<file path="src/hw/sram_alloc_macros.svh">
`ifndef SRAM_ALLOC_MACROS_SVH
`define SRAM_ALLOC_MACROS_SVH

// Shared SRAM bank pool
`define SA_BANKS 32
`define SA_PORTS 16

// Free space per bank, in words
`define SA_SPACE_W 11
`define SA_BANK_SPACE 2047

// Packet length limits
`define SA_LEN_W 9
`define SA_MAX_LEN 288

// Packets of one port held in one bank
`define SA_CNT_W 9

`endif

</file>
<file path="src/hw/sram_alloc_pkg.sv">
`include "sram_alloc_macros.svh"

package sram_alloc_pkg;

    typedef enum logic [1:0] {
        MODE_STATIC  = 2'd0, // Home bank only
        MODE_SEMI    = 2'd1, // Home bank, then 16 to 31
        MODE_DYNAMIC = 2'd2  // All banks
    } match_mode_e;

    typedef struct packed {
        logic [3:0]           dest_port;
        logic [`SA_LEN_W-1:0] length;
        logic [2:0]           rsvd;
    } pkt_header_s;

    typedef struct packed {
        logic       ok;
        logic [4:0] bank;
    } alloc_result_s;

    // Longest scan of each mode, in bank visits
    function automatic logic [5:0] max_visits(match_mode_e mode);
        case (mode)
            MODE_STATIC: return 6'd1;
            MODE_SEMI:   return 6'd17;
            default:     return 6'd32;
        endcase
    endfunction

endpackage

</file>
<file path="src/hw/match_req_if.sv">
`include "sram_alloc_macros.svh"

interface match_req_if;

    logic                        start;
    logic [3:0]                  dest_port;
    logic [`SA_LEN_W-1:0]        length;
    sram_alloc_pkg::match_mode_e mode;
    logic [5:0]                  threshold; // Already clamped to 1..max
    logic                        done;
    sram_alloc_pkg::alloc_result_s result;

    modport decode (
        output start, dest_port, length, mode, threshold,
        input  done, result
    );

    modport execute (
        input  start, dest_port, length, mode, threshold,
        output done, result
    );

    modport commit (
        input done, result, dest_port, length
    );

endinterface

</file>
<file path="src/hw/alloc_request_decoder.sv">
`include "sram_alloc_macros.svh"

module alloc_request_decoder (
    input  logic                        clk,
    input  logic                        rst_n,
    input  logic                        req_valid,
    input  sram_alloc_pkg::pkt_header_s req_header,
    input  logic [1:0]                  match_mode,
    input  logic [4:0]                  threshold,
    output logic                        busy,
    output logic                        alloc_done,
    output logic                        alloc_ok,
    output logic [4:0]                  alloc_bank,
    match_req_if.decode                 mreq
);

    logic                        accept;
    logic                        legal;
    sram_alloc_pkg::match_mode_e mode_in;
    logic [5:0]                  max_vis;
    logic [5:0]                  thr_eff;
    logic                        rej_q;    // Illegal length seen last cycle
    logic                        rej_done;

    assign accept = req_valid && !busy;
    assign legal  = (req_header.length != '0) && (req_header.length <= `SA_MAX_LEN);

    always_comb begin
        if (match_mode == 2'd3) begin
            mode_in = sram_alloc_pkg::MODE_DYNAMIC; // Code 3 behaves as dynamic
        end else begin
            mode_in = sram_alloc_pkg::match_mode_e'(match_mode);
        end
        max_vis = sram_alloc_pkg::max_visits(mode_in);
    end

    always_comb begin
        if (threshold == 5'd0) begin
            thr_eff = 6'd1;
        end else if ({1'b0, threshold} > max_vis) begin
            thr_eff = max_vis;
        end else begin
            thr_eff = {1'b0, threshold};
        end
    end

    always_ff @(posedge clk) begin
        if (!rst_n) begin
            busy       <= 1'b0;
            mreq.start <= 1'b0;
            rej_q      <= 1'b0;
            rej_done   <= 1'b0;
        end else begin
            mreq.start <= accept && legal;
            rej_q      <= accept && !legal;
            rej_done   <= rej_q;
            if (accept) begin
                busy <= 1'b1;
            end else if (alloc_done) begin
                busy <= 1'b0; // Free again one cycle after done
            end
        end
    end

    // Held stable for the matcher until done
    always_ff @(posedge clk) begin
        if (accept) begin
            mreq.dest_port <= req_header.dest_port;
            mreq.length    <= req_header.length;
            mreq.mode      <= mode_in;
            mreq.threshold <= thr_eff;
        end
    end

    assign alloc_done = rej_done | mreq.done;
    assign alloc_ok   = mreq.done & mreq.result.ok;
    assign alloc_bank = mreq.result.bank;

endmodule

</file>
<file path="src/flat_wrapper.sv">
// flat-port wrapper written by rule: the top's interface ports become plain ports
module alloc_request_decoder_flat 
  (clk, rst_n, req_valid, req_header, match_mode, threshold, busy, alloc_done, alloc_ok, alloc_bank, mreq_start, mreq_dest_port, mreq_length, mreq_mode, mreq_threshold, mreq_done, mreq_result);
  match_req_if mreq_i ();
  input  logic clk;
  input  logic rst_n;
  input  logic req_valid;
  input  sram_alloc_pkg::pkt_header_s req_header;
  input  logic [1:0] match_mode;
  input  logic [4:0] threshold;
  output logic busy;
  output logic alloc_done;
  output logic alloc_ok;
  output logic [4:0] alloc_bank;
  output wire logic [$bits(mreq_i.start)-1:0] mreq_start;
  output wire logic [$bits(mreq_i.dest_port)-1:0] mreq_dest_port;
  output wire logic [$bits(mreq_i.length)-1:0] mreq_length;
  output wire logic [$bits(mreq_i.mode)-1:0] mreq_mode;
  output wire logic [$bits(mreq_i.threshold)-1:0] mreq_threshold;
  input wire logic [$bits(mreq_i.done)-1:0] mreq_done;
  input wire logic [$bits(mreq_i.result)-1:0] mreq_result;
  assign mreq_start = mreq_i.start;
  assign mreq_dest_port = mreq_i.dest_port;
  assign mreq_length = mreq_i.length;
  assign mreq_mode = mreq_i.mode;
  assign mreq_threshold = mreq_i.threshold;
  assign mreq_i.done = mreq_done;
  assign mreq_i.result = mreq_result;
  alloc_request_decoder u_core (.clk(clk), .rst_n(rst_n), .req_valid(req_valid), .req_header(req_header), .match_mode(match_mode), .threshold(threshold), .busy(busy), .alloc_done(alloc_done), .alloc_ok(alloc_ok), .alloc_bank(alloc_bank), .mreq(mreq_i));
endmodule
</file>
<file path="config.mk">
export PLATFORM = sky130hd
export DESIGN_NAME = alloc_request_decoder_flat
export DESIGN_NICKNAME = d
export VERILOG_FILES = /design/src/hw/sram_alloc_pkg.sv /design/src/hw/match_req_if.sv /design/src/hw/alloc_request_decoder.sv /design/src/flat_wrapper.sv
export VERILOG_INCLUDE_DIRS = /design/src /design/src/hw
export SDC_FILE = /design/constraint.sdc
export NUM_CORES = 1
export LEC_CHECK = 0
export BUFFER_PORTS_ARGS = -buffer_cell sky130_fd_sc_hd__buf_4
export CORE_MARGIN = 2
export CORE_UTILIZATION = 44
export DETAILED_ROUTE_END_ITERATION = 8
export PLACE_DENSITY = 0.94
export SYNTH_ARGS = -nofsm -noshare
export SYNTH_HDL_FRONTEND = slang
export SYNTH_SLANG_ARGS = --single-unit
</file>
<file path="constraint.sdc">
create_clock -name clk -period 4.15 [get_ports clk]
set_input_delay 0.415 -clock clk [delete_from_list [all_inputs] [get_ports clk]]
set_output_delay 0.415 -clock clk [all_outputs]
set_load 0.03 [all_outputs]
</file>
==> flow_summary.toml <==
[sta]
timing.max_slew.rel_slack_pct = 29.72
clock_skew_ps = 8.177
achievable-frequency_mhz = 601.5
layout_worst_path_cycle_share_pct = 40.06
hold_violations = 0
timing_max_transition_violations_final = 0
finalSetupViolCount = 0
setup-tns-final_ps = 0
grt_setup_unrepaired = "false"
min_period_ps = 1662
worstMarginPinSlew_ps = 1050

[detailed_routing]
wirelength_um = 1959
route.detailed.vias_per_inst = 4.896
detail_route.wl_per_cell_um = 13.60
postRouteAntennaNets = 0
dr_vias = 705
drtPass1Iterations = 4
drc_errors = 0
1st_iter_drt_viols = 13

[clock_tree]
clock_tree.htree_level_count = 1
cts_tree = "yes"
cts-buffers-inserted = 3
numClockSinks = 25
postCtsResizedCells = 0
cts_hold_buffers = 0
cts_root_buffer = "clkbuf_4"
cts.repair_timing.setup_buffer_count = 0
cts_clk_pin_slew_worst_paths_ps = 120
clk_latency_ps = 300
cts_buffer_depth = 2

[floorplan]
placementRows = 17
chipHeight_um = 51.25
die-width_um = 51.25
initial_utilization_pct = 45.27
coreArea_um2 = 2170
ios = 63
die_area_um2 = 2626

[cells_and_area]
mostFrequentLayoutCells = "buf_4, edfxtp_1, inv_1, and2_1"
diode_count = 0
stdcell_count = 144
flow.area_growth_from_synthesis_pct = 39.75
most_common_cell_after_layout_fill_and_taps_aside = "buf_4"
fin_nets = 152
post_route_cells_drive_above_1_share_pct = 48.28

[power_and_ir_drop]
power.ir.vdd_worst_mv = 0.1715
power.leakage_nw = 0.5952
power-per-cell-area_nw_per_um2 = 360.5
finalPower_w = 0.0004948

[flow_run]
maxCapViolations = 0

[logic_synthesis]
netlist_area_before_placement_um2 = 982.2
synth-simple-area-share_pct = 12.36
syn_nets = 104
synthXorXnorAreaFrac_pct = 0
synthesized_area_fraction_occupied_by_ao_oa_aoi_and_oai_cells_pct = 5.860
synth_cell_type_count = 24
ys_warn_count = 0
main_combinational_cell_family_by_area_after_synthesis = "simple AND/OR/NAND/NOR gates"
post_synth_mux_area_share_pct = 0
sequential_share_of_the_synthesized_area_pct = 72.36
synth-adder-area-share_pct = 2.548
syn-mean-instance-area_um2 = 14.23
postSynthCellCount = 69
synthesis_stage_register_bit_count = 25

[placement]
place.detailed.instances = 140
dp_hpwl_um = 1592
buffer_ports.inserted = 49
gp_congestion = 0.7313

[global_routing]
grt_remaining_overflow = 0
grtUsageTotal_pct = 16.11
grt_pass1_wl_um = 3042
grt_pass1_vias = 692
maximum_number_of_pins_on_one_net_before_global_route_repair = 25
antenna_found_initial = 0

[run_status]
outcome = "complete, no violations"

[critical_path]
timing.critical_path.arrival_ps = 1730
cp.required_ps = 4210
criticalPathCategory = "in -> reg"
startpoint_type = "input port"
cp-end-kind = "register"
critPathMaxFanout = 5

[min_path]
hp-class = "in -> reg"
## per-layer routing
layer / vias up / track usage, % / routed length [um]
met5: - / 0 / 0
met1: 327 / 15.73 / 683
met2: 39 / 30.74 / 1027
met4: 0 / 8.333 / 33
li1: 335 / - / -
met3: 4 / 4.094 / 214
## state kept, by name, summed over array words and instances (netlist names)
| name | flops |
|---|---|
| u_core.mreq.length | 9 |
| u_core.rej_done | 1 |
| u_core.mreq.start | 1 |
| u_core.mreq.threshold | 6 |
| u_core.mreq.mode | 2 |
| u_core.mreq.dest_port | 4 |
| u_core.busy | 1 |
| u_core.rej_q | 1 |
## power by group
part           switching (W)  internal [W]
clock              0.0000627     0.0000374
combinational      0.0000589     0.0000408
sequential        0.00000463      0.000290
## cell type report
class                      count  area [um2]
clock buffer                   4       26.28
fill                         157       797.0
inverter                       6       22.52
multi-input combinational     32       210.2
sequential                    25       710.7
tap                           28       35.03
timing repair buffer          49       367.9
## cell usage after synthesis (all sizes together)
| library cell | instances | share of area (%) |
|---|---|---|
| nor2b | 2 | 1.3 |
| nor4 | 2 | 2.8 |
| nand2 | 3 | 1.1 |
| nor3 | 2 | 1.5 |
| a21oi | 4 | 2.0 |
| dfxtp | 4 | 8.2 |
| o31ai | 1 | 0.76 |
| inv | 6 | 2.3 |
| a31oi | 1 | 0.64 |
| edfxtp | 21 | 64 |
| and3 | 1 | 0.64 |
| buf | 5 | 3.8 |
| nor2 | 3 | 1.1 |
| conb | 1 | 0.38 |
| and2 | 5 | 3.2 |
| o2bb2ai | 1 | 0.89 |
| or3 | 1 | 0.64 |
| ha | 2 | 2.5 |
| o21ai | 3 | 1.5 |
| clkbuf | 1 | 0.38 |
## worst max-delay path: stages
cell,delay [ps]
buf_4,110
inv_2,60
nand2_1,90
ha_1,300
o21ai_1,280
a21oi_1,100
or3_1,360
## stage by stage
step | worst slack, ps | util [%] | hold slack (ps) | instance area (um2)
CTS | 2466 | 63.26 | 275.3 | 1373
global placement | 2267 | 62.05 | 411.6 | 1346
finish | 2488 | 63.26 | 277.1 | 1373
floorplan | 2249 | - | 405.7 | 982.2
global route | 2373 | 63.26 | 256.4 | 1373
detailed placement | 2130 | 62.05 | 429.0 | 1346
## kinds of logic after synthesis
logic type               Yosys count
flip-flops                        25
AND/OR/NAND/NOR                   19
buffers and inverters             12
AO/OA/AOI/OAI                     10
adder cells (fa/ha/maj)            2
other                              1
## path summary, 6_finish.rpt
kind                                     start                  endpoint  slack, ps  cells past startpoint
worst min register to register    u_core.rej_q           u_core.rej_done        440                      1
worst max-delay path             match_mode[1]  u_core.mreq.threshold[0]       2490                      7
worst min-delay path            req_header[12]  u_core.mreq.dest_port[0]        280                      1
worst max register to register     u_core.busy  u_core.mreq.threshold[5]       2600                      1
(Power assumes the default switching activity.)
