<file path="config.mk">
export PLATFORM = sky130hd
export DESIGN_NAME = port_sram_matcher_flat
export DESIGN_NICKNAME = d
export VERILOG_FILES = /design/src/hw/sram_alloc_pkg.sv /design/src/hw/match_req_if.sv /design/src/hw/bank_probe_if.sv /design/src/hw/port_sram_matcher.sv /design/src/flat_wrapper.sv
export VERILOG_INCLUDE_DIRS = /design/src /design/src/hw
export SDC_FILE = /design/constraint.sdc
export NUM_CORES = 1
export LEC_CHECK = 0
export BUFFER_PORTS_ARGS = -buffer_cell sky130_fd_sc_hd__buf_2
export CAP_MARGIN = 15
export CELL_PAD_IN_SITES_DETAIL_PLACEMENT = 0
export CELL_PAD_IN_SITES_GLOBAL_PLACEMENT = 2
export CORE_ASPECT_RATIO = 2
export CORE_UTILIZATION = 30
export CTS_BUF_LIST = sky130_fd_sc_hd__clkbuf_4 sky130_fd_sc_hd__clkbuf_8 sky130_fd_sc_hd__clkbuf_16
export CTS_CLUSTER_DIAMETER = 30
export DETAILED_ROUTE_END_ITERATION = 8
export PLACE_DENSITY = 0.76
export REMOVE_ABC_BUFFERS = 1
export SLEW_MARGIN = 20
export SYNTH_ARGS = -nofsm -noshare
export SYNTH_HDL_FRONTEND = slang
export SYNTH_SLANG_ARGS = --single-unit
</file>
<file path="constraint.sdc">
create_clock -name clk -period 2.17 [get_ports clk]
set_input_delay 0.3255 -clock clk [delete_from_list [all_inputs] [get_ports clk]]
set_output_delay 0.3255 -clock clk [all_outputs]
set_load 0.1 [all_outputs]
</file>
<file path="src/hw/sram_alloc_macros.svh">
`ifndef SRAM_ALLOC_MACROS_SVH
`define SRAM_ALLOC_MACROS_SVH

// Shared SRAM bank pool
`define SA_BANKS 32
`define SA_PORTS 16

// Free space per bank, in words
`define SA_SPACE_W 11
`define SA_BANK_SPACE 2047

// Packet length limits
`define SA_LEN_W 9
`define SA_MAX_LEN 288

// Packets of one port held in one bank
`define SA_CNT_W 9

`endif

</file>
<file path="src/hw/sram_alloc_pkg.sv">
`include "sram_alloc_macros.svh"

package sram_alloc_pkg;

    typedef enum logic [1:0] {
        MODE_STATIC  = 2'd0, // Home bank only
        MODE_SEMI    = 2'd1, // Home bank, then 16 to 31
        MODE_DYNAMIC = 2'd2  // All banks
    } match_mode_e;

    typedef struct packed {
        logic [3:0]           dest_port;
        logic [`SA_LEN_W-1:0] length;
        logic [2:0]           rsvd;
    } pkt_header_s;

    typedef struct packed {
        logic       ok;
        logic [4:0] bank;
    } alloc_result_s;

    // Longest scan of each mode, in bank visits
    function automatic logic [5:0] max_visits(match_mode_e mode);
        case (mode)
            MODE_STATIC: return 6'd1;
            MODE_SEMI:   return 6'd17;
            default:     return 6'd32;
        endcase
    endfunction

endpackage

</file>
<file path="src/hw/match_req_if.sv">
`include "sram_alloc_macros.svh"

interface match_req_if;

    logic                        start;
    logic [3:0]                  dest_port;
    logic [`SA_LEN_W-1:0]        length;
    sram_alloc_pkg::match_mode_e mode;
    logic [5:0]                  threshold; // Already clamped to 1..max
    logic                        done;
    sram_alloc_pkg::alloc_result_s result;

    modport decode (
        output start, dest_port, length, mode, threshold,
        input  done, result
    );

    modport execute (
        input  start, dest_port, length, mode, threshold,
        output done, result
    );

    modport commit (
        input done, result, dest_port, length
    );

endinterface

</file>
<file path="src/hw/bank_probe_if.sv">
`include "sram_alloc_macros.svh"

interface bank_probe_if;

    logic [4:0]             probe_bank;
    logic [3:0]             probe_port;
    logic [`SA_SPACE_W-1:0] free_space;
    logic                   busy;
    logic [`SA_CNT_W-1:0]   packet_amount;

    modport scan (
        output probe_bank, probe_port,
        input  free_space, busy, packet_amount
    );

    modport serve (
        input  probe_bank, probe_port,
        output free_space, busy, packet_amount
    );

endinterface

</file>
<file path="src/hw/port_sram_matcher.sv">
`include "sram_alloc_macros.svh"

module port_sram_matcher #(
    parameter int PORT_IDX = 0
) (
    input  logic        clk,
    input  logic        rst_n,
    match_req_if.execute mreq,
    bank_probe_if.scan   probe
);

    typedef enum logic [1:0] {
        S_IDLE,
        S_SCAN,
        S_FINISH
    } state_e;

    state_e               state;
    logic                 prev_valid;
    logic [3:0]           prev_dest;
    logic [4:0]           prev_bank;
    logic [5:0]           visited;
    logic [5:0]           visited_n;
    logic [5:0]           max_vis;
    logic                 found;
    logic                 found_n;
    logic [4:0]           best;
    logic [4:0]           best_n;
    logic [`SA_CNT_W-1:0] best_amt;
    logic                 fits;
    logic                 cand;
    logic                 upd;
    logic                 hit;
    logic                 end_ok;
    logic                 end_fail;

    // Bank visited at position idx of the mode's scan order
    function automatic logic [4:0] bank_of(sram_alloc_pkg::match_mode_e mode,
                                           logic [5:0] idx);
        logic [5:0] upper;
        upper = idx + 6'd15;
        case (mode)
            sram_alloc_pkg::MODE_STATIC: return PORT_IDX[4:0];
            sram_alloc_pkg::MODE_SEMI:   return (idx == 6'd0) ? PORT_IDX[4:0] : upper[4:0];
            default:                     return idx[4:0];
        endcase
    endfunction

    assign probe.probe_port = mreq.dest_port;

    always_comb begin
        max_vis   = sram_alloc_pkg::max_visits(mreq.mode);
        fits      = probe.free_space >= {2'b00, mreq.length};
        cand      = fits && !probe.busy;
        upd       = cand && (!found || probe.packet_amount > best_amt); // Ties keep earlier
        found_n   = found | cand;
        best_n    = upd ? probe.probe_bank : best;
        visited_n = visited + 6'd1;
        // Probe points at prev_bank while idle
        hit       = prev_valid && (mreq.dest_port == prev_dest) && fits;
        end_ok    = (visited_n >= mreq.threshold) && found_n;
        end_fail  = visited_n == max_vis;
    end

    always_ff @(posedge clk) begin
        if (!rst_n) begin
            state       <= S_IDLE;
            mreq.done   <= 1'b0;
            mreq.result <= '0;
            prev_valid  <= 1'b0;
        end else begin
            mreq.done <= 1'b0;
            case (state)
                S_IDLE: begin
                    if (mreq.start) begin
                        state <= hit ? S_FINISH : S_SCAN;
                    end
                end
                S_SCAN: begin
                    if (end_ok || end_fail) begin
                        state <= S_FINISH;
                    end
                end
                S_FINISH: begin
                    mreq.done        <= 1'b1;
                    mreq.result.ok   <= found;
                    mreq.result.bank <= best;
                    prev_valid       <= found; // A failed request turns the fast path off
                    state            <= S_IDLE;
                end
                default: state <= S_IDLE;
            endcase
        end
    end

    always_ff @(posedge clk) begin
        case (state)
            S_IDLE: begin
                visited    <= 6'd0;
                best_amt   <= '0;
                probe_bank_sel();
                if (mreq.start) begin
                    found <= hit;
                    best  <= prev_bank;
                end
            end
            S_SCAN: begin
                found            <= found_n;
                best             <= best_n;
                visited          <= visited_n;
                probe.probe_bank <= bank_of(mreq.mode, visited_n); // Next bank in order
                if (upd) begin
                    best_amt <= probe.packet_amount;
                end
            end
            default: begin
                prev_dest        <= mreq.dest_port;
                prev_bank        <= best;
                probe.probe_bank <= best;
            end
        endcase
    end

    // Idle probe selection, first scan bank on a miss
    task automatic probe_bank_sel();
        if (mreq.start && !hit) begin
            probe.probe_bank <= bank_of(mreq.mode, 6'd0);
        end else begin
            probe.probe_bank <= prev_bank;
        end
    endtask

endmodule

</file>
<file path="src/flat_wrapper.sv">
// flat-port wrapper written by rule: the top's interface ports become plain ports
module port_sram_matcher_flat 
#(
    parameter int PORT_IDX = 0
)
  (clk, rst_n, mreq_start, mreq_dest_port, mreq_length, mreq_mode, mreq_threshold, mreq_done, mreq_result, probe_probe_bank, probe_probe_port, probe_free_space, probe_busy, probe_packet_amount);
  match_req_if mreq_i ();
  bank_probe_if probe_i ();
  input  logic clk;
  input  logic rst_n;
  input wire logic [$bits(mreq_i.start)-1:0] mreq_start;
  input wire logic [$bits(mreq_i.dest_port)-1:0] mreq_dest_port;
  input wire logic [$bits(mreq_i.length)-1:0] mreq_length;
  input wire logic [$bits(mreq_i.mode)-1:0] mreq_mode;
  input wire logic [$bits(mreq_i.threshold)-1:0] mreq_threshold;
  output wire logic [$bits(mreq_i.done)-1:0] mreq_done;
  output wire logic [$bits(mreq_i.result)-1:0] mreq_result;
  output wire logic [$bits(probe_i.probe_bank)-1:0] probe_probe_bank;
  output wire logic [$bits(probe_i.probe_port)-1:0] probe_probe_port;
  input wire logic [$bits(probe_i.free_space)-1:0] probe_free_space;
  input wire logic [$bits(probe_i.busy)-1:0] probe_busy;
  input wire logic [$bits(probe_i.packet_amount)-1:0] probe_packet_amount;
  assign mreq_i.start = mreq_start;
  assign mreq_i.dest_port = mreq_dest_port;
  assign mreq_i.length = mreq_length;
  assign mreq_i.mode = mreq_mode;
  assign mreq_i.threshold = mreq_threshold;
  assign mreq_done = mreq_i.done;
  assign mreq_result = mreq_i.result;
  assign probe_probe_bank = probe_i.probe_bank;
  assign probe_probe_port = probe_i.probe_port;
  assign probe_i.free_space = probe_free_space;
  assign probe_i.busy = probe_busy;
  assign probe_i.packet_amount = probe_packet_amount;
  port_sram_matcher #(.PORT_IDX(PORT_IDX)) u_core (.clk(clk), .rst_n(rst_n), .mreq(mreq_i), .probe(probe_i));
endmodule
</file>
==> impl_metrics.env, run 1 <==
export IMPL_violations="setup timing"
export IMPL_synth_area_leaders="edfxtp_1, ha_1, dfxtp_1"
export IMPL_hold_buffers=0
export IMPL_yosysWarnings=0
export IMPL_clockBufferDepth=2
export IMPL_power_density_nw_per_um2=867
export IMPL_swShare_pct=34.2
export IMPL_synth_largest_area_cell="edfxtp_1"
export IMPL_grt_pass1_wl_um=10700
export IMPL_clock_sinks=44
export IMPL_peakVddDrop_v=0.000476
export IMPL_fp_dieArea_um2=9170
export IMPL_synthArstFlopShare_pct=0
export IMPL_start_kind="flop"
export IMPL_start_util_pct=30.6
export IMPL_grt_overflow=0
export IMPL_placed_cells=437
export IMPL_power_frac_comb_pct=32.9
export IMPL_detail_route_antenna_nets=0
export IMPL_fmax_mhz=458
export IMPL_viasPerCell=4.94
export IMPL_yosysMostFrequentCell="nand2_1"
export IMPL_drive_gt1_share_pct=32.9
export IMPL_finalCritPeriodShare_pct=101
export IMPL_rows=48
export IMPL_cap_violations=0
export IMPL_p_leak_uw=0.00158
export IMPL_final_area_um2=3440
export IMPL_intPower_uw=1970
export IMPL_crit_fanout=5
export IMPL_antennaDiodeCount=0
export IMPL_finalSetupViolCount=2
export IMPL_synth_ff_type="edfxtp_1"
export IMPL_crit_slowest_cell="edfxtp_1"
export IMPL_worst_slack_ns=-0.0147
export IMPL_core_um2=8590
export IMPL_switchingPower_uw=1020
export IMPL_cts_buffers=5
export IMPL_synthDominantCellAreaShare_pct=34.2
export IMPL_synth_cell_types=49
export IMPL_clkLatencyLatePin_ns=0.29
export IMPL_fin_total_pwr_uw=2990
export IMPL_hpwl_um=5460
export IMPL_grt_usage_pct=16.2
export IMPL_critPathArrivalTime_ns=2.35
export IMPL_dp_slack_ns=-0.136
export IMPL_hold_class="in2reg"
export IMPL_synth_edf_count=30
export IMPL_max_slew_margin_rel_pct=65.5
export IMPL_path_buf_inv=1
export IMPL_die_h_um=134
export IMPL_dr_pass1_iters=4
export IMPL_drt_iter0_markers=49
export IMPL_ys_ff_latch=44
export IMPL_wl_per_cell_um=15.0
export IMPL_p_seq_share_pct=37.7
export IMPL_hold_violations=0
export IMPL_ys_top_cells_by_count="nand2_1, edfxtp_1, inv_1"
export IMPL_clkPwrFrac_pct=29.4
export IMPL_min_period_ns=2.18
export IMPL_drcViolationCount=0
export IMPL_crit_required_ns=2.34
export IMPL_endpoint_kind="flop"
export IMPL_rsz0062_at_grt="true"
export IMPL_worst_pin_slew_ns=0.513
export IMPL_clk_pin_slew_ns=0.06
export IMPL_whs_ns=0.254
export IMPL_status="finished, violations left"
export IMPL_vias=2206
export IMPL_critPathMaxStageDelay_ns=0.45
export IMPL_die_x_um=68.2
export IMPL_antenna_found_initial=0
export IMPL_cts_max_level=2
export IMPL_grt_max_degree=21
export IMPL_syn_to_final_growth_pct=30.9
export IMPL_routed_wl_um=6720
export IMPL_rrSetupSlack_ns=-0.01
export IMPL_gp_congestion=0.874
export IMPL_finalClockSkew_ns=0.00671
export IMPL_portBuffers=60
export IMPL_synthCells=262
export IMPL_grt_pass1_vias=2253
export IMPL_maxSlewViolCount=0
export IMPL_synth_avg_cell_area_um2=10.0
export IMPL_cts_tree="yes"
export IMPL_ios=61
export IMPL_final_cell_count_no_fill=447
export IMPL_criticalPathCategory="reg2reg"
export IMPL_fin_nets=416
export IMPL_seq_area_frac_synth_pct=44.9
export IMPL_path_delay_family="compound AO/OA/AOI/OAI gates"
export IMPL_crit_chain="buf_4 -> xor2_2 -> ha_1 -> a2111oi_2 -> o21bai_1 -> a221oi_2 -> nor4b_2"
export IMPL_synth_area_um2=2630
export IMPL_place_area_um2=3190
export IMPL_cts_root_buf="clkbuf_16"
[flip-flops by register name (all words and copies together) (netlist names)]
signal	count
u_core.best	5
u_core.found	1
u_core.mreq.result	6
u_core.visited	6
u_core.prev_dest	4
u_core.mreq.done	1
u_core.prev_bank	5
u_core.probe.probe_bank	5
u_core.best_amt	9
u_core.state	2
[stage by stage]
stage / utilization [%] / TNS (ns)
global route: 40.1 / -0.137
finish: 40.1 / -0.0212
detailed placement: 37.2 / -0.838
CTS: 39.5 / 0
floorplan: - / -0.408
global placement: 37.2 / -0.387
[layer usage]
| metal | share of wire [%] | vias to the layer above | global-route usage [%] |
|---|---|---|---|
| met5 | 0 | - | 0 |
| met2 | 57 | 50 | 30.3 |
| met1 | 36 | 1044 | 15.5 |
| met4 | 4.1 | 0 | 9.38 |
| li1 | - | 1097 | - |
| met3 | 3.0 | 15 | 2.38 |
[layout make-up]
cell class,instances,area (um^2)
clock buffers,5,125
clock inverters,3,47.5
fillers,905,5140
inverters,27,101
multi-input cells,179,1330
flip-flops and latches,44,1180
well taps,100,125
repair buffers,89,538
[cells in the final DEF (no fill, tap or decap), types with 2 or more instances in the layout]
cell type / count
nand2b_1: 2
nand2_1: 33
a222oi_1: 3
buf_6: 2
a211oi_1: 2
a211o_1: 2
nor2_1: 13
clkbuf_16: 5
nand3_1: 6
clkinv_4: 2
xor2_2: 2
nor4_1: 2
ha_1: 23
a31oi_1: 2
edfxtp_1: 30
a21oi_1: 8
o21a_1: 4
nand4_1: 3
buf_2: 60
nor3_1: 3
buf_4: 26
o21ai_1: 2
xnor2_1: 2
xor2_1: 3
and2_1: 12
mux2i_1: 6
dfxtp_1: 14
o21ai_0: 9
nor2b_1: 9
inv_1: 26
[repair_timing]
action | 4_1_cts | 5_1_grt
pin swaps | 6 | 7
hold endpoints to repair | 0 | 0
gates resized for setup | 5 | 10
setup buffers | 2 | 0
setup endpoints to repair | 2 | 11
[power groups by stage]
stage / Clock [uW] / Combinational [uW] / Sequential (uW)
6_report: 880 / 982 / 1130
5_1_grt: 923 / 1070 / 1140
3_5_place_dp: 0 / 943 / 1140
2_1_floorplan: 0 / 387 / 1310
4_1_cts: 900 / 974 / 1120
3_3_place_gp: 0 / 938 / 1140
[path summary, 6_finish.rpt]
| path | end | depth (start not counted) | start |
|---|---|---|---|
| worst min-delay path | u_core.prev_dest[2] | 1 | mreq_dest_port[2] |
| worst max register to register | u_core.state[1] | 7 | u_core.visited[2] |
| worst max-delay path | u_core.state[1] | 7 | u_core.visited[2] |
| worst min register to register | u_core.prev_bank[0] | 0 | u_core.best[0] |
[kinds of logic (layout without fill, tap and decap cells)]
| kind of cell | count (synthesis) | count (layout) | synth area share [%] |
|---|---|---|---|
| AOI/OAI and AO/OA | 47 | 47 | 12.7 |
| xor gates and xnor gates | 8 | 8 | 2.66 |
| adders and majority gates | 25 | 25 | 11.9 |
| buffers and inverters | 39 | 124 | 6.89 |
| DFF | 44 | 44 | 44.9 |
| muxes | 7 | 7 | 2.85 |
| and+or+nand+nor | 92 | 92 | 18.1 |
Note: power is estimated with default switching activity, not from simulation.
==> inputs of run 2 (changes only) <==
- CORE_UTILIZATION: 30 -> 31
- CTS_BUF_LIST: sky130_fd_sc_hd__clkbuf_4 sky130_fd_sc_hd__clkbuf_8 sky130_fd_sc_hd__clkbuf_16 -> sky130_fd_sc_hd__clkbuf_4
- PLACE_DENSITY: 0.76 -> 0.78
==> impl_metrics.env, run 2 (synthesis gave the netlist of run 1 again) <==
export IMPL_viasPerCell=4.85
export IMPL_endpoint_kind="flop"
export IMPL_routed_wl_um=6590
export IMPL_grt_pass1_wl_um=10300
export IMPL_finalClockSkew_ns=0.0119
export IMPL_clockBufferDepth=2
export IMPL_final_cell_mix="buf_2, nand2_1, edfxtp_1"
export IMPL_hold_depth=1
export IMPL_cts_max_level=2
export IMPL_rows=47
export IMPL_dp_slack_ns=-0.144
export IMPL_cts_tree="yes"
export IMPL_cts_buffers=5
export IMPL_fin_tns_setup_ns=-0.0420
export IMPL_fp_dieArea_um2=8880
export IMPL_fmax_mhz=453
export IMPL_p_seq_share_pct=42.5
export IMPL_antennaDiodeCount=0
export IMPL_ios=61
export IMPL_finalCritPeriodShare_pct=102
export IMPL_hold_violations=0
export IMPL_grt_pass1_vias=2154
export IMPL_min_period_ns=2.21
export IMPL_reg2reg_from="u_core.visited[0]"
export IMPL_cap_violations=0
export IMPL_fin_nets=416
export IMPL_intPower_uw=1670
export IMPL_regMostFlops="u_core.best_amt"
export IMPL_worst_slack_ns=-0.0378
export IMPL_reg_top3="u_core.best_amt x9, u_core.mreq.result x6, u_core.visited x6"
export IMPL_die_h_um=132
export IMPL_hpwl_um=5380
export IMPL_portBuffers=60
export IMPL_rr_worst_depth=7
export IMPL_hold_start="mreq_dest_port[2]"
export IMPL_status="finished, violations left"
export IMPL_fillers=875
export IMPL_layout_commonest_cell="buf_2"
export IMPL_clkPwrFrac_pct=20.3
export IMPL_largest_register_ffs=9
export IMPL_antenna_found_initial=0
export IMPL_grt_usage_pct=15.8
export IMPL_clk_pin_slew_ns=0.14
export IMPL_drive_gt1_share_pct=32.0
export IMPL_violations="setup timing"
export IMPL_wl_per_cell_um=14.8
export IMPL_die_x_um=67.1
export IMPL_start_kind="flop"
export IMPL_grt_overflow=0
export IMPL_final_cell_count_no_fill=445
export IMPL_finalSetupViolCount=2
export IMPL_criticalPathCategory="reg2reg"
export IMPL_crit_fanout=2
export IMPL_multiInputGateArea_um2=1310
export IMPL_hold_buffers=0
export IMPL_max_slew_margin_rel_pct=63.3
export IMPL_gp_congestion=0.855
export IMPL_syn_to_final_growth_pct=26.9
export IMPL_detail_route_antenna_nets=0
export IMPL_rsz0062_at_grt="true"
export IMPL_regArea_um2=1180
export IMPL_dr_pass1_iters=4
export IMPL_clock_sinks=44
export IMPL_power_frac_comb_pct=37.2
export IMPL_drcViolationCount=0
export IMPL_clkLatencyLatePin_ns=0.36
export IMPL_swShare_pct=36.9
export IMPL_grt_max_degree=21
export IMPL_fin_total_pwr_uw=2650
export IMPL_placed_cells=432
export IMPL_hold_class="in2reg"
export IMPL_switchingPower_uw=978
export IMPL_crit_required_ns=2.48
export IMPL_drt_iter0_markers=77
export IMPL_startpoint="u_core.visited[0]"
export IMPL_maxSlewViolCount=0
export IMPL_cts_root_buf="clkbuf_4"
export IMPL_critPathArrivalTime_ns=2.52
export IMPL_core_um2=8230
export IMPL_worst_pin_slew_ns=0.537
export IMPL_vias=2160
export IMPL_power_density_nw_per_um2=794
export IMPL_start_util_pct=32.0
export IMPL_peakVddDrop_v=0.000329
export IMPL_utilization_pct=40.5
export IMPL_p_leak_uw=0.00153
[run 2: cell count changes in the layout (fill, tap and decap cells not counted), sizes merged]
cell	change
clkinv	-2
inv	+2
[run 2: repair_timing]
action / CTS / global route
resized for setup: 4 / 8
endpoints found under the setup margin: 2 / 5
buffers inserted: 2 / 3
pin swaps: 3 / 7
[run 2: layout make-up]
type                    instances  area share, %
multi-input cells             179           39.3
flip-flops and latches         44           35.4
repair buffers                 89           16.1
well taps                      98           3.67
inverters                      27           3.04
clock inverters                 3           1.35
clock buffers                   5           1.12
[run 2: final timing paths]
check,to,slack [ns]
worst min register to register,u_core.prev_bank[1],0.50
worst max register to register,u_core.state[0],-0.04
worst max-delay path,u_core.state[0],-0.04
worst min-delay path,u_core.prev_dest[2],0.17
[run 2: power groups by stage]
stage	registers [uW]	logic [uW]	clock network [uW]
after floorplan	1310	387	0
after global placement	1130	935	0
after CTS	1120	974	558
final	1130	986	540
after detailed placement	1140	939	0
after global routing	1140	1080	587
[run 2: layer usage]
layer / wire length (um) / global-route usage [%] / vias up / share of wire [%]
li1: - / - / 1092 / -
met1: 2270 / 15.3 / 1010 / 34
met2: 3980 / 30.6 / 45 / 60
met3: 159 / 2.25 / 13 / 2.4
met4: 180 / 7.09 / 0 / 2.7
met5: 0 / 0 / - / 0
[run 2: worst max-delay path: stages, from the launching register on]
cell and delay (ns):
edfxtp_1 0.48, ha_4 0.21, xor2_2 0.18, ha_1 0.30, a2111oi_2 0.35, o21bai_1 0.14
a221oi_2 0.34, o21a_1 0.17
[run 2: stage by stage]
step,hold WS [ns],instance area [um^2]
2_1_floorplan,0.424,2550
5_1_grt,0.145,3340
3_5_place_dp,0.481,3170
4_1_cts,0.157,3280
6_report,0.169,3340
3_3_place_gp,0.466,3170
==> inputs of run 3 (changes only) <==
- ABC_AREA: not set -> 1
- CORE_UTILIZATION: 31 -> 30
- PLACE_DENSITY: 0.78 -> 0.79
==> impl_metrics.env, run 3 <==
export IMPL_fp_dieArea_um2=9710
export IMPL_yosysWarnings=0
export IMPL_grt_usage_pct=14.4
export IMPL_dp_slack_ns=0.105
export IMPL_seq_area_frac_synth_pct=42.3
export IMPL_drive_gt1_share_pct=26.2
export IMPL_synthDominantCellAreaShare_pct=32.3
export IMPL_start_kind="flop"
export IMPL_criticalPathCategory="reg2reg"
export IMPL_hpwl_um=5420
export IMPL_clk_pin_slew_ns=0.14
export IMPL_clkLatencyLatePin_ns=0.36
export IMPL_wl_per_cell_um=13.4
export IMPL_crit_required_ns=2.48
export IMPL_endpoint_kind="flop"
export IMPL_die_x_um=70.2
export IMPL_grt_max_degree=16
export IMPL_start_util_pct=31.0
export IMPL_ys_ff_latch=44
export IMPL_utilization_pct=36.7
export IMPL_drcViolationCount=0
export IMPL_fin_total_pwr_uw=2380
export IMPL_worst_slack_ns=0.202
export IMPL_core_um2=9010
export IMPL_finalSetupViolCount=0
export IMPL_vias=2322
export IMPL_synth_area_leaders="edfxtp_1, ha_1, dfxtp_1"
export IMPL_cts_root_buf="clkbuf_4"
export IMPL_power_density_nw_per_um2=718
export IMPL_whs_ns=0.169
export IMPL_dr_pass1_iters=4
export IMPL_ys_top_cells_by_count="nand2_1, inv_1, edfxtp_1"
export IMPL_cts_buffers=5
export IMPL_synth_edf_count=30
export IMPL_largest_register_ffs=9
export IMPL_cts_max_level=2
export IMPL_synth_ff_type="edfxtp_1"
export IMPL_syn_to_final_growth_pct=18.6
export IMPL_maxSlewViolCount=0
export IMPL_drt_iter0_markers=50
export IMPL_layout_commonest_cell="nand2_1"
export IMPL_critPathArrivalTime_ns=2.28
export IMPL_rows=49
export IMPL_status="complete, no violations"
export IMPL_synth_area_um2=2790
export IMPL_final_cell_mix="nand2_1, inv_1, buf_2"
export IMPL_antenna_found_initial=1
export IMPL_viasPerCell=4.61
export IMPL_p_leak_uw=0.00168
export IMPL_grt_pass1_wl_um=10900
export IMPL_clock_sinks=44
export IMPL_portBuffers=60
export IMPL_finalCritPeriodShare_pct=90.7
export IMPL_regMostFlops="u_core.best_amt"
export IMPL_gp_congestion=0.804
export IMPL_ios=61
export IMPL_finalClockSkew_ns=0.00954
export IMPL_hold_class="in2reg"
export IMPL_fin_nets=470
export IMPL_die_h_um=138
export IMPL_grt_pass1_vias=2442
export IMPL_synth_avg_cell_area_um2=8.30
export IMPL_fmax_mhz=508
export IMPL_grt_overflow=0
export IMPL_min_period_ns=1.97
export IMPL_synth_cell_types=34
export IMPL_cts_tree="yes"
export IMPL_detail_route_antenna_nets=0
export IMPL_clockBufferDepth=2
export IMPL_synthArstFlopShare_pct=0
export IMPL_routed_wl_um=6740
export IMPL_hold_violations=0
export IMPL_crit_fanout=3
export IMPL_synth_largest_area_cell="edfxtp_1"
export IMPL_peakVddDrop_v=0.000345
export IMPL_yosysMostFrequentCell="nand2_1"
export IMPL_worst_pin_slew_ns=0.499
export IMPL_synthCells=336
export IMPL_cap_violations=0
export IMPL_max_slew_margin_rel_pct=67.0
export IMPL_reg_top3="u_core.best_amt x9, u_core.mreq.result x6, u_core.visited x6"
export IMPL_rsz0062_at_grt="false"
-- run 3: where the power goes --
part / switching, uW / internal [uW] / leakage (uW) / total, uW
logic: 529 / 246 / 0.00121 / 775
registers: 63.6 / 1010 / 0.000429 / 1080
clock network: 284 / 241 / 0.0000428 / 525
-- run 3: repair_timing --
item                                    in CTS  in global routing
hold buffers                                 0                  0
buffers inserted                             0                  1
resized for setup                            0                  3
endpoints found under the setup margin       0                  1
-- run 3: final timing paths --
kind                              start                     to  slack, ns  depth (start not counted)
setup / recovery      u_core.visited[0]        u_core.state[0]       0.20                         12
hold / removal        mreq_dest_port[3]    u_core.prev_dest[3]       0.17                          1
setup reg to reg      u_core.visited[0]        u_core.state[0]       0.20                         12
hold reg to reg   u_core.mreq.result[3]  u_core.mreq.result[3]       0.48                          2
-- run 3: final cells by class --
type | count | area (um^2)
fillers | 959 | 5700
flip-flops and latches | 44 | 1180
multi-input cells | 212 | 1280
inverters | 66 | 250
clock buffers | 5 | 37.5
diodes | 1 | 2.50
clock inverters | 3 | 42.5
repair buffers | 71 | 383
well taps | 102 | 128
-- run 3: worst max-delay path, stage by stage, from the launching register on --
cell       delay [ns]
edfxtp_1         0.46
ha_4             0.21
buf_4            0.13
nor2_2           0.16
nor2_4           0.08
ha_1             0.27
nand2_1          0.06
inv_1            0.05
o211ai_1         0.07
o2111ai_1        0.13
nand2_1          0.11
nand2_1          0.07
a21oi_2          0.10
-- run 3: stage by stage --
step	TNS [ns]	instances	cell area, um^2
detailed placement	0	494	3200
floorplan	-0.272	322	2700
finish	0	504	3310
CTS	0	502	3280
global route	0	504	3310
global placement	0	494	3200
-- run 3: metal layers --
layer	track usage, %	vias up	wire [um]
li1	-	1205	-
met1	13.3	1034	2450
met2	28.3	67	3730
met3	2.62	16	250
met4	8.00	0	309
met5	0	-	0
-- run 3: logic make-up after synthesis --
| group | share of synthesized area (%) |
|---|---|
| AO/OA/AOI/OAI | 6.73 |
| XOR/XNOR | 1.88 |
| adder cells (fa/ha/maj) | 11.2 |
| buffers and inverters | 12.3 |
| flip-flops | 42.3 |
| AND/OR/NAND/NOR | 25.6 |
